**src/logic/alu_pkg.sv**
```systemverilog
package alu_pkg;

  // ~~~~~~~~~~~~~~~~~~~~
  // cluster shape
  // ~~~~~~~~~~~~~~~~~~~~

  localparam int num_lanes = 4;  // one lane per context
  localparam int word_w = 32;
  localparam int flag_count = 5;

  // ~~~~~~~~~~~~~~~~~~~~
  // types
  // ~~~~~~~~~~~~~~~~~~~~

  typedef logic [word_w-1:0] word_t;
  typedef logic [$clog2(num_lanes)-1:0] ctx_t;
  typedef logic [flag_count-1:0] flags_t;

  // bit positions inside flags_t
  localparam int flag_cf = 0;  // carry / borrow
  localparam int flag_pf = 1;  // even parity of low byte
  localparam int flag_zf = 2;
  localparam int flag_sf = 3;
  localparam int flag_of = 4;  // signed overflow

  typedef enum logic [2:0] {
    op_add = 3'd0,
    op_sub = 3'd1,
    op_and = 3'd2,
    op_or  = 3'd3,
    op_xor = 3'd4,
    op_mul = 3'd5,
    op_div = 3'd6  // unsigned only
  } alu_op_t;

endpackage

```
**src/logic/alu_if.sv**
```systemverilog
`timescale 1ns/1ps

// dispatcher to lane
interface alu_req_if;
  import alu_pkg::*;

  logic    valid;
  logic    ready;
  alu_op_t op;
  logic    use_carry;  // take stored cf as carry-in
  logic    no_wr;      // leave stored flags alone
  word_t   a;
  word_t   b;

  modport src (output valid, op, use_carry, no_wr, a, b, input ready);
  modport dst (input valid, op, use_carry, no_wr, a, b, output ready);
endinterface

// lane to merge stage
interface alu_rsp_if;
  import alu_pkg::*;

  logic   valid;
  logic   ready;
  word_t  result;
  flags_t flags;

  modport src (output valid, result, flags, input ready);
  modport dst (input valid, result, flags, output ready);
endinterface

```
**src/logic/alu_lane.sv**
```systemverilog
`timescale 1ns/1ps

module alu_lane (
  input logic    clk,
  input logic    arst_n,
  alu_req_if.dst req,
  alu_rsp_if.src rsp
);
  import alu_pkg::*;

  flags_t status_q;  // context status register
  logic   full_q;
  word_t  result_q;
  flags_t flags_q;

  logic          accept;
  logic          drain;
  logic          carry_in;
  logic [word_w:0] sum;
  logic [word_w:0] diff;
  logic [2*word_w-1:0] prod;
  word_t         quot;
  word_t         res;
  logic          cf;
  logic          of_bit;
  flags_t        new_flags;
  flags_t        next_flags;

  // ~~~~~~~~~~~~~~~~~~~~
  // datapath
  // ~~~~~~~~~~~~~~~~~~~~

  assign carry_in = req.use_carry & status_q[flag_cf];

  assign sum  = {1'b0, req.a} + {1'b0, req.b} + {{word_w{1'b0}}, carry_in};
  assign diff = {1'b0, req.a} - {1'b0, req.b} - {{word_w{1'b0}}, carry_in};  // bit 32 is borrow
  assign prod = {{word_w{1'b0}}, req.a} * {{word_w{1'b0}}, req.b};
  assign quot = (req.b == '0) ? '1 : req.a / req.b;

  always_comb begin
    res    = '0;
    cf     = 1'b0;
    of_bit = 1'b0;
    case (req.op)
      op_add: begin
        res    = sum[word_w-1:0];
        cf     = sum[word_w];
        of_bit = (req.a[word_w-1] == req.b[word_w-1]) && (res[word_w-1] != req.a[word_w-1]);
      end
      op_sub: begin
        res    = diff[word_w-1:0];
        cf     = diff[word_w];
        of_bit = (req.a[word_w-1] != req.b[word_w-1]) && (res[word_w-1] != req.a[word_w-1]);
      end
      op_and: res = req.a & req.b;
      op_or:  res = req.a | req.b;
      op_xor: res = req.a ^ req.b;
      op_mul: begin
        res    = prod[word_w-1:0];
        cf     = |prod[2*word_w-1:word_w];  // product did not fit
        of_bit = cf;
      end
      op_div: res = quot;
      default: res = '0;
    endcase
  end

  always_comb begin
    new_flags          = '0;
    new_flags[flag_cf] = cf;
    new_flags[flag_pf] = ~^res[7:0];
    new_flags[flag_zf] = (res == '0);
    new_flags[flag_sf] = res[word_w-1];
    new_flags[flag_of] = of_bit;
  end

  assign next_flags = req.no_wr ? status_q : new_flags;

  // ~~~~~~~~~~~~~~~~~~~~
  // handshake and state
  // ~~~~~~~~~~~~~~~~~~~~

  assign drain     = full_q & rsp.ready;
  assign req.ready = ~full_q | rsp.ready;  // empty or emptying this cycle
  assign accept    = req.valid & req.ready;

  always_ff @(posedge clk or negedge arst_n) begin
    if (!arst_n) begin
      full_q   <= 1'b0;
      status_q <= '0;
    end else begin
      if (accept) begin
        full_q   <= 1'b1;
        status_q <= next_flags;
      end else if (drain) begin
        full_q <= 1'b0;
      end
    end
  end

  always_ff @(posedge clk) begin
    if (accept) begin
      result_q <= res;
      flags_q  <= next_flags;
    end
  end

  assign rsp.valid  = full_q;
  assign rsp.result = result_q;
  assign rsp.flags  = flags_q;

  // a stalled response holds until the merge stage takes it
  a_rsp_stable: assert property (@(posedge clk) disable iff (!arst_n)
    rsp.valid && !rsp.ready |=> rsp.valid && $stable(rsp.result) && $stable(rsp.flags));

  // an op waiting on a busy lane must hold still
  a_req_stable: assert property (@(posedge clk) disable iff (!arst_n)
    req.valid && !req.ready |=> req.valid && $stable(req.op) && $stable(req.a)
      && $stable(req.b) && $stable(req.use_carry) && $stable(req.no_wr));

endmodule

```
**src/flat_wrapper.sv**
```systemverilog
// flat-port wrapper written by rule: the top's interface ports become plain ports
module alu_lane_flat import alu_pkg::*;
  (clk, arst_n, req_valid, req_op, req_use_carry, req_no_wr, req_a, req_b, req_ready, rsp_valid, rsp_result, rsp_flags, rsp_ready);
  alu_req_if req_i ();
  alu_rsp_if rsp_i ();
  input logic clk;
  input logic arst_n;
  input wire logic [$bits(req_i.valid)-1:0] req_valid;
  input wire logic [$bits(req_i.op)-1:0] req_op;
  input wire logic [$bits(req_i.use_carry)-1:0] req_use_carry;
  input wire logic [$bits(req_i.no_wr)-1:0] req_no_wr;
  input wire logic [$bits(req_i.a)-1:0] req_a;
  input wire logic [$bits(req_i.b)-1:0] req_b;
  output wire logic [$bits(req_i.ready)-1:0] req_ready;
  output wire logic [$bits(rsp_i.valid)-1:0] rsp_valid;
  output wire logic [$bits(rsp_i.result)-1:0] rsp_result;
  output wire logic [$bits(rsp_i.flags)-1:0] rsp_flags;
  input wire logic [$bits(rsp_i.ready)-1:0] rsp_ready;
  assign req_i.valid = req_valid;
  assign req_i.op = req_op;
  assign req_i.use_carry = req_use_carry;
  assign req_i.no_wr = req_no_wr;
  assign req_i.a = req_a;
  assign req_i.b = req_b;
  assign req_ready = req_i.ready;
  assign rsp_valid = rsp_i.valid;
  assign rsp_result = rsp_i.result;
  assign rsp_flags = rsp_i.flags;
  assign rsp_i.ready = rsp_ready;
  alu_lane u_core (.clk(clk), .arst_n(arst_n), .req(req_i), .rsp(rsp_i));
endmodule
```
**config.mk**
```make
export PLATFORM = sky130hd
export DESIGN_NAME = alu_lane_flat
export DESIGN_NICKNAME = d
export VERILOG_FILES = /design/src/logic/alu_pkg.sv /design/src/logic/alu_if.sv /design/src/logic/alu_lane.sv /design/src/flat_wrapper.sv
export SDC_FILE = /design/constraint.sdc
export NUM_CORES = 2
export LEC_CHECK = 0
export BUFFER_PORTS_ARGS = -buffer_cell sky130_fd_sc_hd__buf_2
export CORE_MARGIN = 2
export CORE_UTILIZATION = 55
export CTS_CLUSTER_SIZE = 12
export DETAILED_ROUTE_END_ITERATION = 12
export GPL_TIMING_DRIVEN = 0
export PLACE_DENSITY = 0.85
export SLEW_MARGIN = 10
export SYNTH_ARGS = -nofsm -noshare
export SYNTH_HDL_FRONTEND = slang
export SYNTH_SLANG_ARGS = --single-unit
```
**constraint.sdc**
```tcl
create_clock -name clk -period 3.8 [get_ports clk]
set_input_delay 0.38 -clock clk [delete_from_list [all_inputs] [get_ports clk]]
set_output_delay 0.38 -clock clk [all_outputs]
set_load 0.05 [all_outputs]
```
# --- Word level (Yosys, flattened, before mapping) ---
# Index checks and enable logic that the tools add are counted.
totals:
  reg_bits: 43
  latchBits: 0
  ramBits: 0
  mem_bits_ro: 0
  inputBits: 73
  out_inout_bits: 39
  mem_count: 0
op_classes:
  addsub: 4
  mul: 1
  n_div: 1
  n_lt_le_gt_ge: 0
  n_eq_ne: 10
  shift: 0
  n_mux: 7
  bitwise: 8
  reduce_logical: 8
ops:
  columns: ["op", "n"]
  rows:
  - ["$pmux W32 S7", 1]
  - ["$logic_not A32 Y1", 2]
  - ["$mul A32 B32 Y64", 1]
  - ["$add A32 B32 Y33", 1]
  - ["$add A33 B1 Y33", 1]
  - ["$sub A32 B32 Y33", 1]
  - ["$sub A33 B1 Y33", 1]
  - ["$and A32 B32 Y32", 1]
  - ["$div A32 B32 Y32", 1]
  - ["$mux W32", 1]
  - ["$or A32 B32 Y32", 1]
  - ["$reduce_or A32 Y1", 1]
  - ["$xor A32 B32 Y32", 1]
  - ["$eq A3 B3 Y1 const B", 3]
  - ["$reduce_xnor A8 Y1", 1]
  - ["$eq A3 B2 Y1 const B", 2]
  - ["$pmux W1 S3", 2]
  - ["$mux W5", 1]
  - ["$and A1 B1 Y1", 3]
  - ["$eq A3 B1 Y1 const B", 1]
  - ["$logic_not A3 Y1", 1]
  - ["$ne A1 B1 Y1", 3]
  - ["$logic_and A1 B1 Y1", 2]
  - ["$mux W1", 2]
  - ["4 further kinds", 4]

# --- Depth between registers and ports, before layout ---
depth:
  word_depth: 6
  ltp_mapped: 348
  mapped_depth_nobuf: 314

# --- Least setup slack after synthesis ---
# No wires, ideal clock.
synth_path:
  kind: "in2reg"
  startpoint: "input req_b[0]"
  endpoint: "register u_core.flags_q[2] (netlist: u_core.rsp.flags[2]) (data pin)"
  setup_ns: 0.130
  arrival_ns: 71.557
  required_time_ns: 3.670
  path_slack_ns: -67.887
  cell_stages: 316
  path_buffers: 45
  path_cell_list: "clkbuf_1 > inv_1 > clkbuf_1 > ha_1 > o21bai_1 > nor4_1 > mux2i_1 > ha_1 > o21a_1 > o21ai_0 > or3_1 > o21ai_0 > ha_1 > a21oi_1 > nand2_1 > nand3_1 > nor2_1 > nor2_1 > [... 280 more ...] > nand2b_1 > a21o_1 > a21oi_1 > nor2b_1 > o2111ai_1 > a21oi_1 > nor3_1 > nor2_1 > a2111oi_0 > o41a_1 > ha_1 > and4b_1 > nand4_1 > or4_1 > nor4_1 > nand4b_1 > nor4_1 > a21o_1"
synth_via:
  elab_chain_cells: 5
synth_rtl:
  columns: ["item", "line", "text"]
  rows:
  - ["start: declaration", "flat_wrapper.sv:13", "input wire logic [$bits(req_i.b)-1:0] req_b;"]
  - ["$div A32 B32 Y32, or another cell as far along", "alu_lane.sv:38", "assign quot = (req.b == '0) ? '1 : req.a / req.b;"]
  - ["$mux W32, or another cell as far along", "alu_lane.sv:38", null]
  - ["$pmux W32 S7 *", "alu_lane.sv:44", "case (req.op)"]
  - ["$logic_not A32 Y1 *", "alu_lane.sv:72", "new_flags[flag_zf] = (res == '0);"]
  - ["$mux W5 *", "alu_lane.sv:77", "assign next_flags = req.no_wr ? status_q : new_flags;"]
  - ["named net u_core.next_flags[2]", "alu_lane.sv:27", "flags_t next_flags;"]
  - ["end signal: assignment", "alu_lane.sv:104", "flags_q <= next_flags;"]
  - ["end: declaration", "alu_lane.sv:14", "flags_t flags_q;"]
# The timed path passes the listed nets; every way through them passes the cells marked *.
# A chain may end at the register's enable or synchronous reset.

# --- Worst setup path in the final report ---
layout_path:
  startpoint: "input req_b[4]"
  endpoint: "register u_core.flags_q[2] (netlist: u_core.rsp.flags[2]) (data pin)"
# Same word-level chain as after synthesis.

==> results by group <==
Drt
  • Number of detailed-routing iterations run before antenna repair: 7
  • Post-detailed-route count of antenna-violating nets: 0
  • Detailed router's first-iteration violation count: between 9,000 and 10,000
  • Routed wire length: 331,400 um
  • Wire per inst: 29.26 um
  • Remaining DRCs: 0
  • Total via count after detailed routing: 76,790
  • Post-detailed-route via-to-cell ratio: between 6 and 7

Final layout
  • Ratio of cells with drive above 1 in the final layout: around a fifth
  • Area Overhead vs Synth: 22.33%
  • NumNets Final: ~12,000

GRT
  • Number of antenna violations at the first check in global routing: 24
  • Vias in the first global route: around 74,000
  • Largest net degree at the start of global routing: 40
  • Global-route wire length before repair: 470,400 um
  • GRT Overall Usage: 49.52%
  • GR Overflow Total: 0

Die
  • Starting utilization of the core area: about 56%
  • Area of the core: between 100,000 and 150,000 um^2
  • Height of the die: 358.1 um
  • Horizontal die dimension: 358.1 um
  • Top-Level Pins: 112
  • Count of standard-cell rows: 129
  • Floorplan die area: roughly 130,000 um^2

Timing
  • Highest Clock Rate: between 0.015 and 0.02 GHz
  • Setup repair after global routing missed its margin: true
  • Number of max-slew violations in the final report: 0
  • Hold_ws: 0.2858 ns
  • Worst Tran Pin Value: 1.438 ns
  • Clock period minus worst slack: 66.02 ns
  • Post-layout worst setup margin: -62.22 ns
  • Max-Slew Margin vs Limit: about 4.1%
  • Period Utilization, post-route: 1737%
  • Skew final: just over 0.01 ns
  • Total of endpoints with negative setup slack in the final report: 42
  • Final number of hold-violating endpoints: 0

Clocking
  • Clk Latency, worst-skew pair: between 0.3 and 0.4 ns
  • Number of buffers created by CTS: 5
  • CTS clk-pin slew, worst paths: 0.07 ns
  • Clock root buffer: sky130_fd_sc_hd__clkbuf_16
  • Clock tree from TritonCTS: done
  • Max clock buf depth: 2
  • Clock Sinks: 43
  • H-tree depth reported by CTS: 2

Critical path
  • Maximum fanout along the worst path: 11
  • Critical Path Most Common Cell: sky130_fd_sc_hd__buf_4
  • Kind of capture point of the worst setup path: register
  • CP peak stage delay: 0.57 ns
  • WP data required: approximately 4.0 ns
  • Critical path startpoint category: input pin
  • Critical setup path kind: in2reg
  • Arrival @ worst endpoint: 66.20 ns
  • Crit path max-delay cell type: sky130_fd_sc_hd__or4_4

Job
  • Max Cap Violations: 0

Synth
  • Synthesized area: around 69,000 um^2
  • Flop and latch count out of synthesis: 43
  • Distinct cells, synth: around 110
  • Synth area leader: sky130_fd_sc_hd__fa_1
  • Leading post-synthesis cells by cell area: sky130_fd_sc_hd__fa_1 26%, sky130_fd_sc_hd__ha_1 17%, sky130_fd_sc_hd__nor2_1 6.3%
  • Proportion of synthesized area in mux cells: 1.894%
  • Part of the Yosys area used for sequential elements: roughly 1.8%
  • Cell with the most instances after synthesis: sky130_fd_sc_hd__nor2_1
  • Simple-gate share of the synthesized area: 19.61%
  • Avg Cell Area, Syn: between 7 and 8 um^2
  • Synth Instances: just over 9,000
  • Nets in the synthesized netlist: around 11,000
  • Main combinational cell family by area after synthesis: adder cells
  • Adder and majority cell fraction of the synthesized area: 42.92%
  • Synthesized-area fraction occupied by ao, oa, aoi and oai cells: 19.64%
  • Top cell types by occurrence after synthesis: 1,158 x sky130_fd_sc_hd__nor2_1, 1,156 x sky130_fd_sc_hd__inv_1, 958 x sky130_fd_sc_hd__nand2_1
  • Post-synthesis share of cell area spent on xor and xnor gates: roughly 5.5%
  • Async SR Flop Fraction: between 10 and 15%
  • Most frequently used flop master after synthesis: sky130_fd_sc_hd__edfxtp_1
  • Post-synth EDFFs: 37
  • Area share of the largest cell type after synthesis: about a quarter
  • Synthesis Warnings: 0

Place
  • Count of port buffers added during placement: roughly 110
  • Routability-driven placement congestion ratio: around 1.1
  • HPWL after DPL: ~250,000 um

Run status
  • Violations in the final reports: negative setup slack
  • Run status: complete, but fails checks

Hold path
  • Class of the tightest hold or removal check: in2reg
==> area by class of cell <==
cell class | instances | area [um^2]
tap | 1637 | 2048
clock inverter | 1 | 7.507
sequential | 43 | 1261
clock buffer | 7 | 152.6
fill | 10260 | 39780
inverter | 1188 | 4544
multi-input combinational | 7455 | 68540
buffer | 380 | 3297
timing repair buffer | 595 | 4436
antenna | 22 | 55.05
==> metrics by stage <==
| step | utilization, % | setup slack [ns] | cell area [um^2] | instances | setup TNS [ns] |
|---|---|---|---|---|---|
| 2_1_floorplan | - | -55.93 | 71980 | 9069 | -999.54 |
| 3_3_place_gp | 60.09 | -76.00 | 74590 | 10820 | -1389.57 |
| 3_5_place_dp | 60.15 | -76.45 | 74650 | 10820 | -1397.43 |
| 4_1_cts | 64.70 | -61.22 | 80310 | 11110 | -1107.03 |
| 5_1_grt | 67.92 | -63.76 | 84300 | 11310 | -1171.02 |
| 6_report | 67.95 | -62.22 | 84340 | 11330 | -1145.81 |
==> worst max-delay path, delay by kind of cell <==
kind / cells / cell delay, ns
buffers and inverters: 67 / 10.51
xor gates and xnor gates: 2 / 0.37
AOI/OAI and AO/OA: 149 / 29.54
adders and majority gates: 32 / 8.73
and+or+nand+nor: 81 / 15.32
muxes: 4 / 1.02
==> cell families after synthesis <==
kind of cell    count (synthesis)
simple gates                 3031
fa+ha+maj                    1825
xor+xnor                      431
flops                          43
buf+inv                      1572
mux                           119
compound gates               2048
==> metal layers <==
layer | GRT usage [%] | up-vias | part of all wire [%]
li1 | - | 32120 | -
met1 | 61.32 | 36960 | 36
met2 | 69.61 | 5929 | 39
met3 | 19.37 | 1767 | 15
met4 | 36.25 | 12 | 9.8
met5 | 0 | - | 0.056
==> sequential cells by signal (all words and copies together) (netlist names) <==
name               count
u_core.status_q        5
u_core.rsp.flags       5
u_core.rsp.valid       1
u_core.rsp.result     32
==> path summary, 6_finish.rpt <==
| kind | to | depth (start not counted) | slack (ns) | startpoint |
|---|---|---|---|---|
| max | u_core.rsp.flags[2]$_DFFE_PP_ | 335 | -62.22 | req_b[4] |
| max reg2reg | u_core.rsp.flags[2]$_DFFE_PP_ | 20 | -1.95 | u_core.status_q[0]$_DFFE_PN0P_ |
| max in group asynchronous | u_core.status_q[2]$_DFFE_PN0P_ | 2 | 3.23 | arst_n |
| min reg2reg | u_core.status_q[3]$_DFFE_PN0P_ | 1 | 0.52 | u_core.status_q[3]$_DFFE_PN0P_ |
| min | u_core.rsp.valid$_DFFE_PN0P_ | 2 | 0.29 | req_valid |
| min in group asynchronous | u_core.rsp.valid$_DFFE_PN0P_ | 2 | 0.42 | arst_n |
==> what timing repair did <==
| item | CTS | global route |
|---|---|---|
| pin swaps | 269 | 277 |
| gates resized for setup | 651 | 483 |
| hold buffers | 1 | 0 |
| buffers inserted | 280 | 191 |
| cloned | 4 | 7 |
| setup endpoints to repair | 42 | 42 |
| hold endpoints to repair | 6 | 0 |
==> layout by cell type, fill, tap and decap left out, drive strengths merged, types with 26 or more instances in the layout <==
cell type,instances
inv,1164
nor2,1159
nand2,959
ha,925
fa,900
buf,699
a21oi,511
o21ai,430
clkbuf,282
xnor2,259
a21o,191
nor3,181
xor2,171
nand3,157
o21a,134
a31oi,95
o211ai,84
nand4,79
a211oi,77
mux2,72
nand2b,70
nor2b,68
or3,68
and3,56
o31ai,51
and2,49
or2,48
nor4,48
o21bai,47
mux2i,46
edfxtp,37
a21boi,35
a221oi,31
a2111oi,31
o2111ai,26
Power is left out: the tool's default activity adds up to more than one toggle a clock period on the data nets, which glitch-free logic cannot reach.
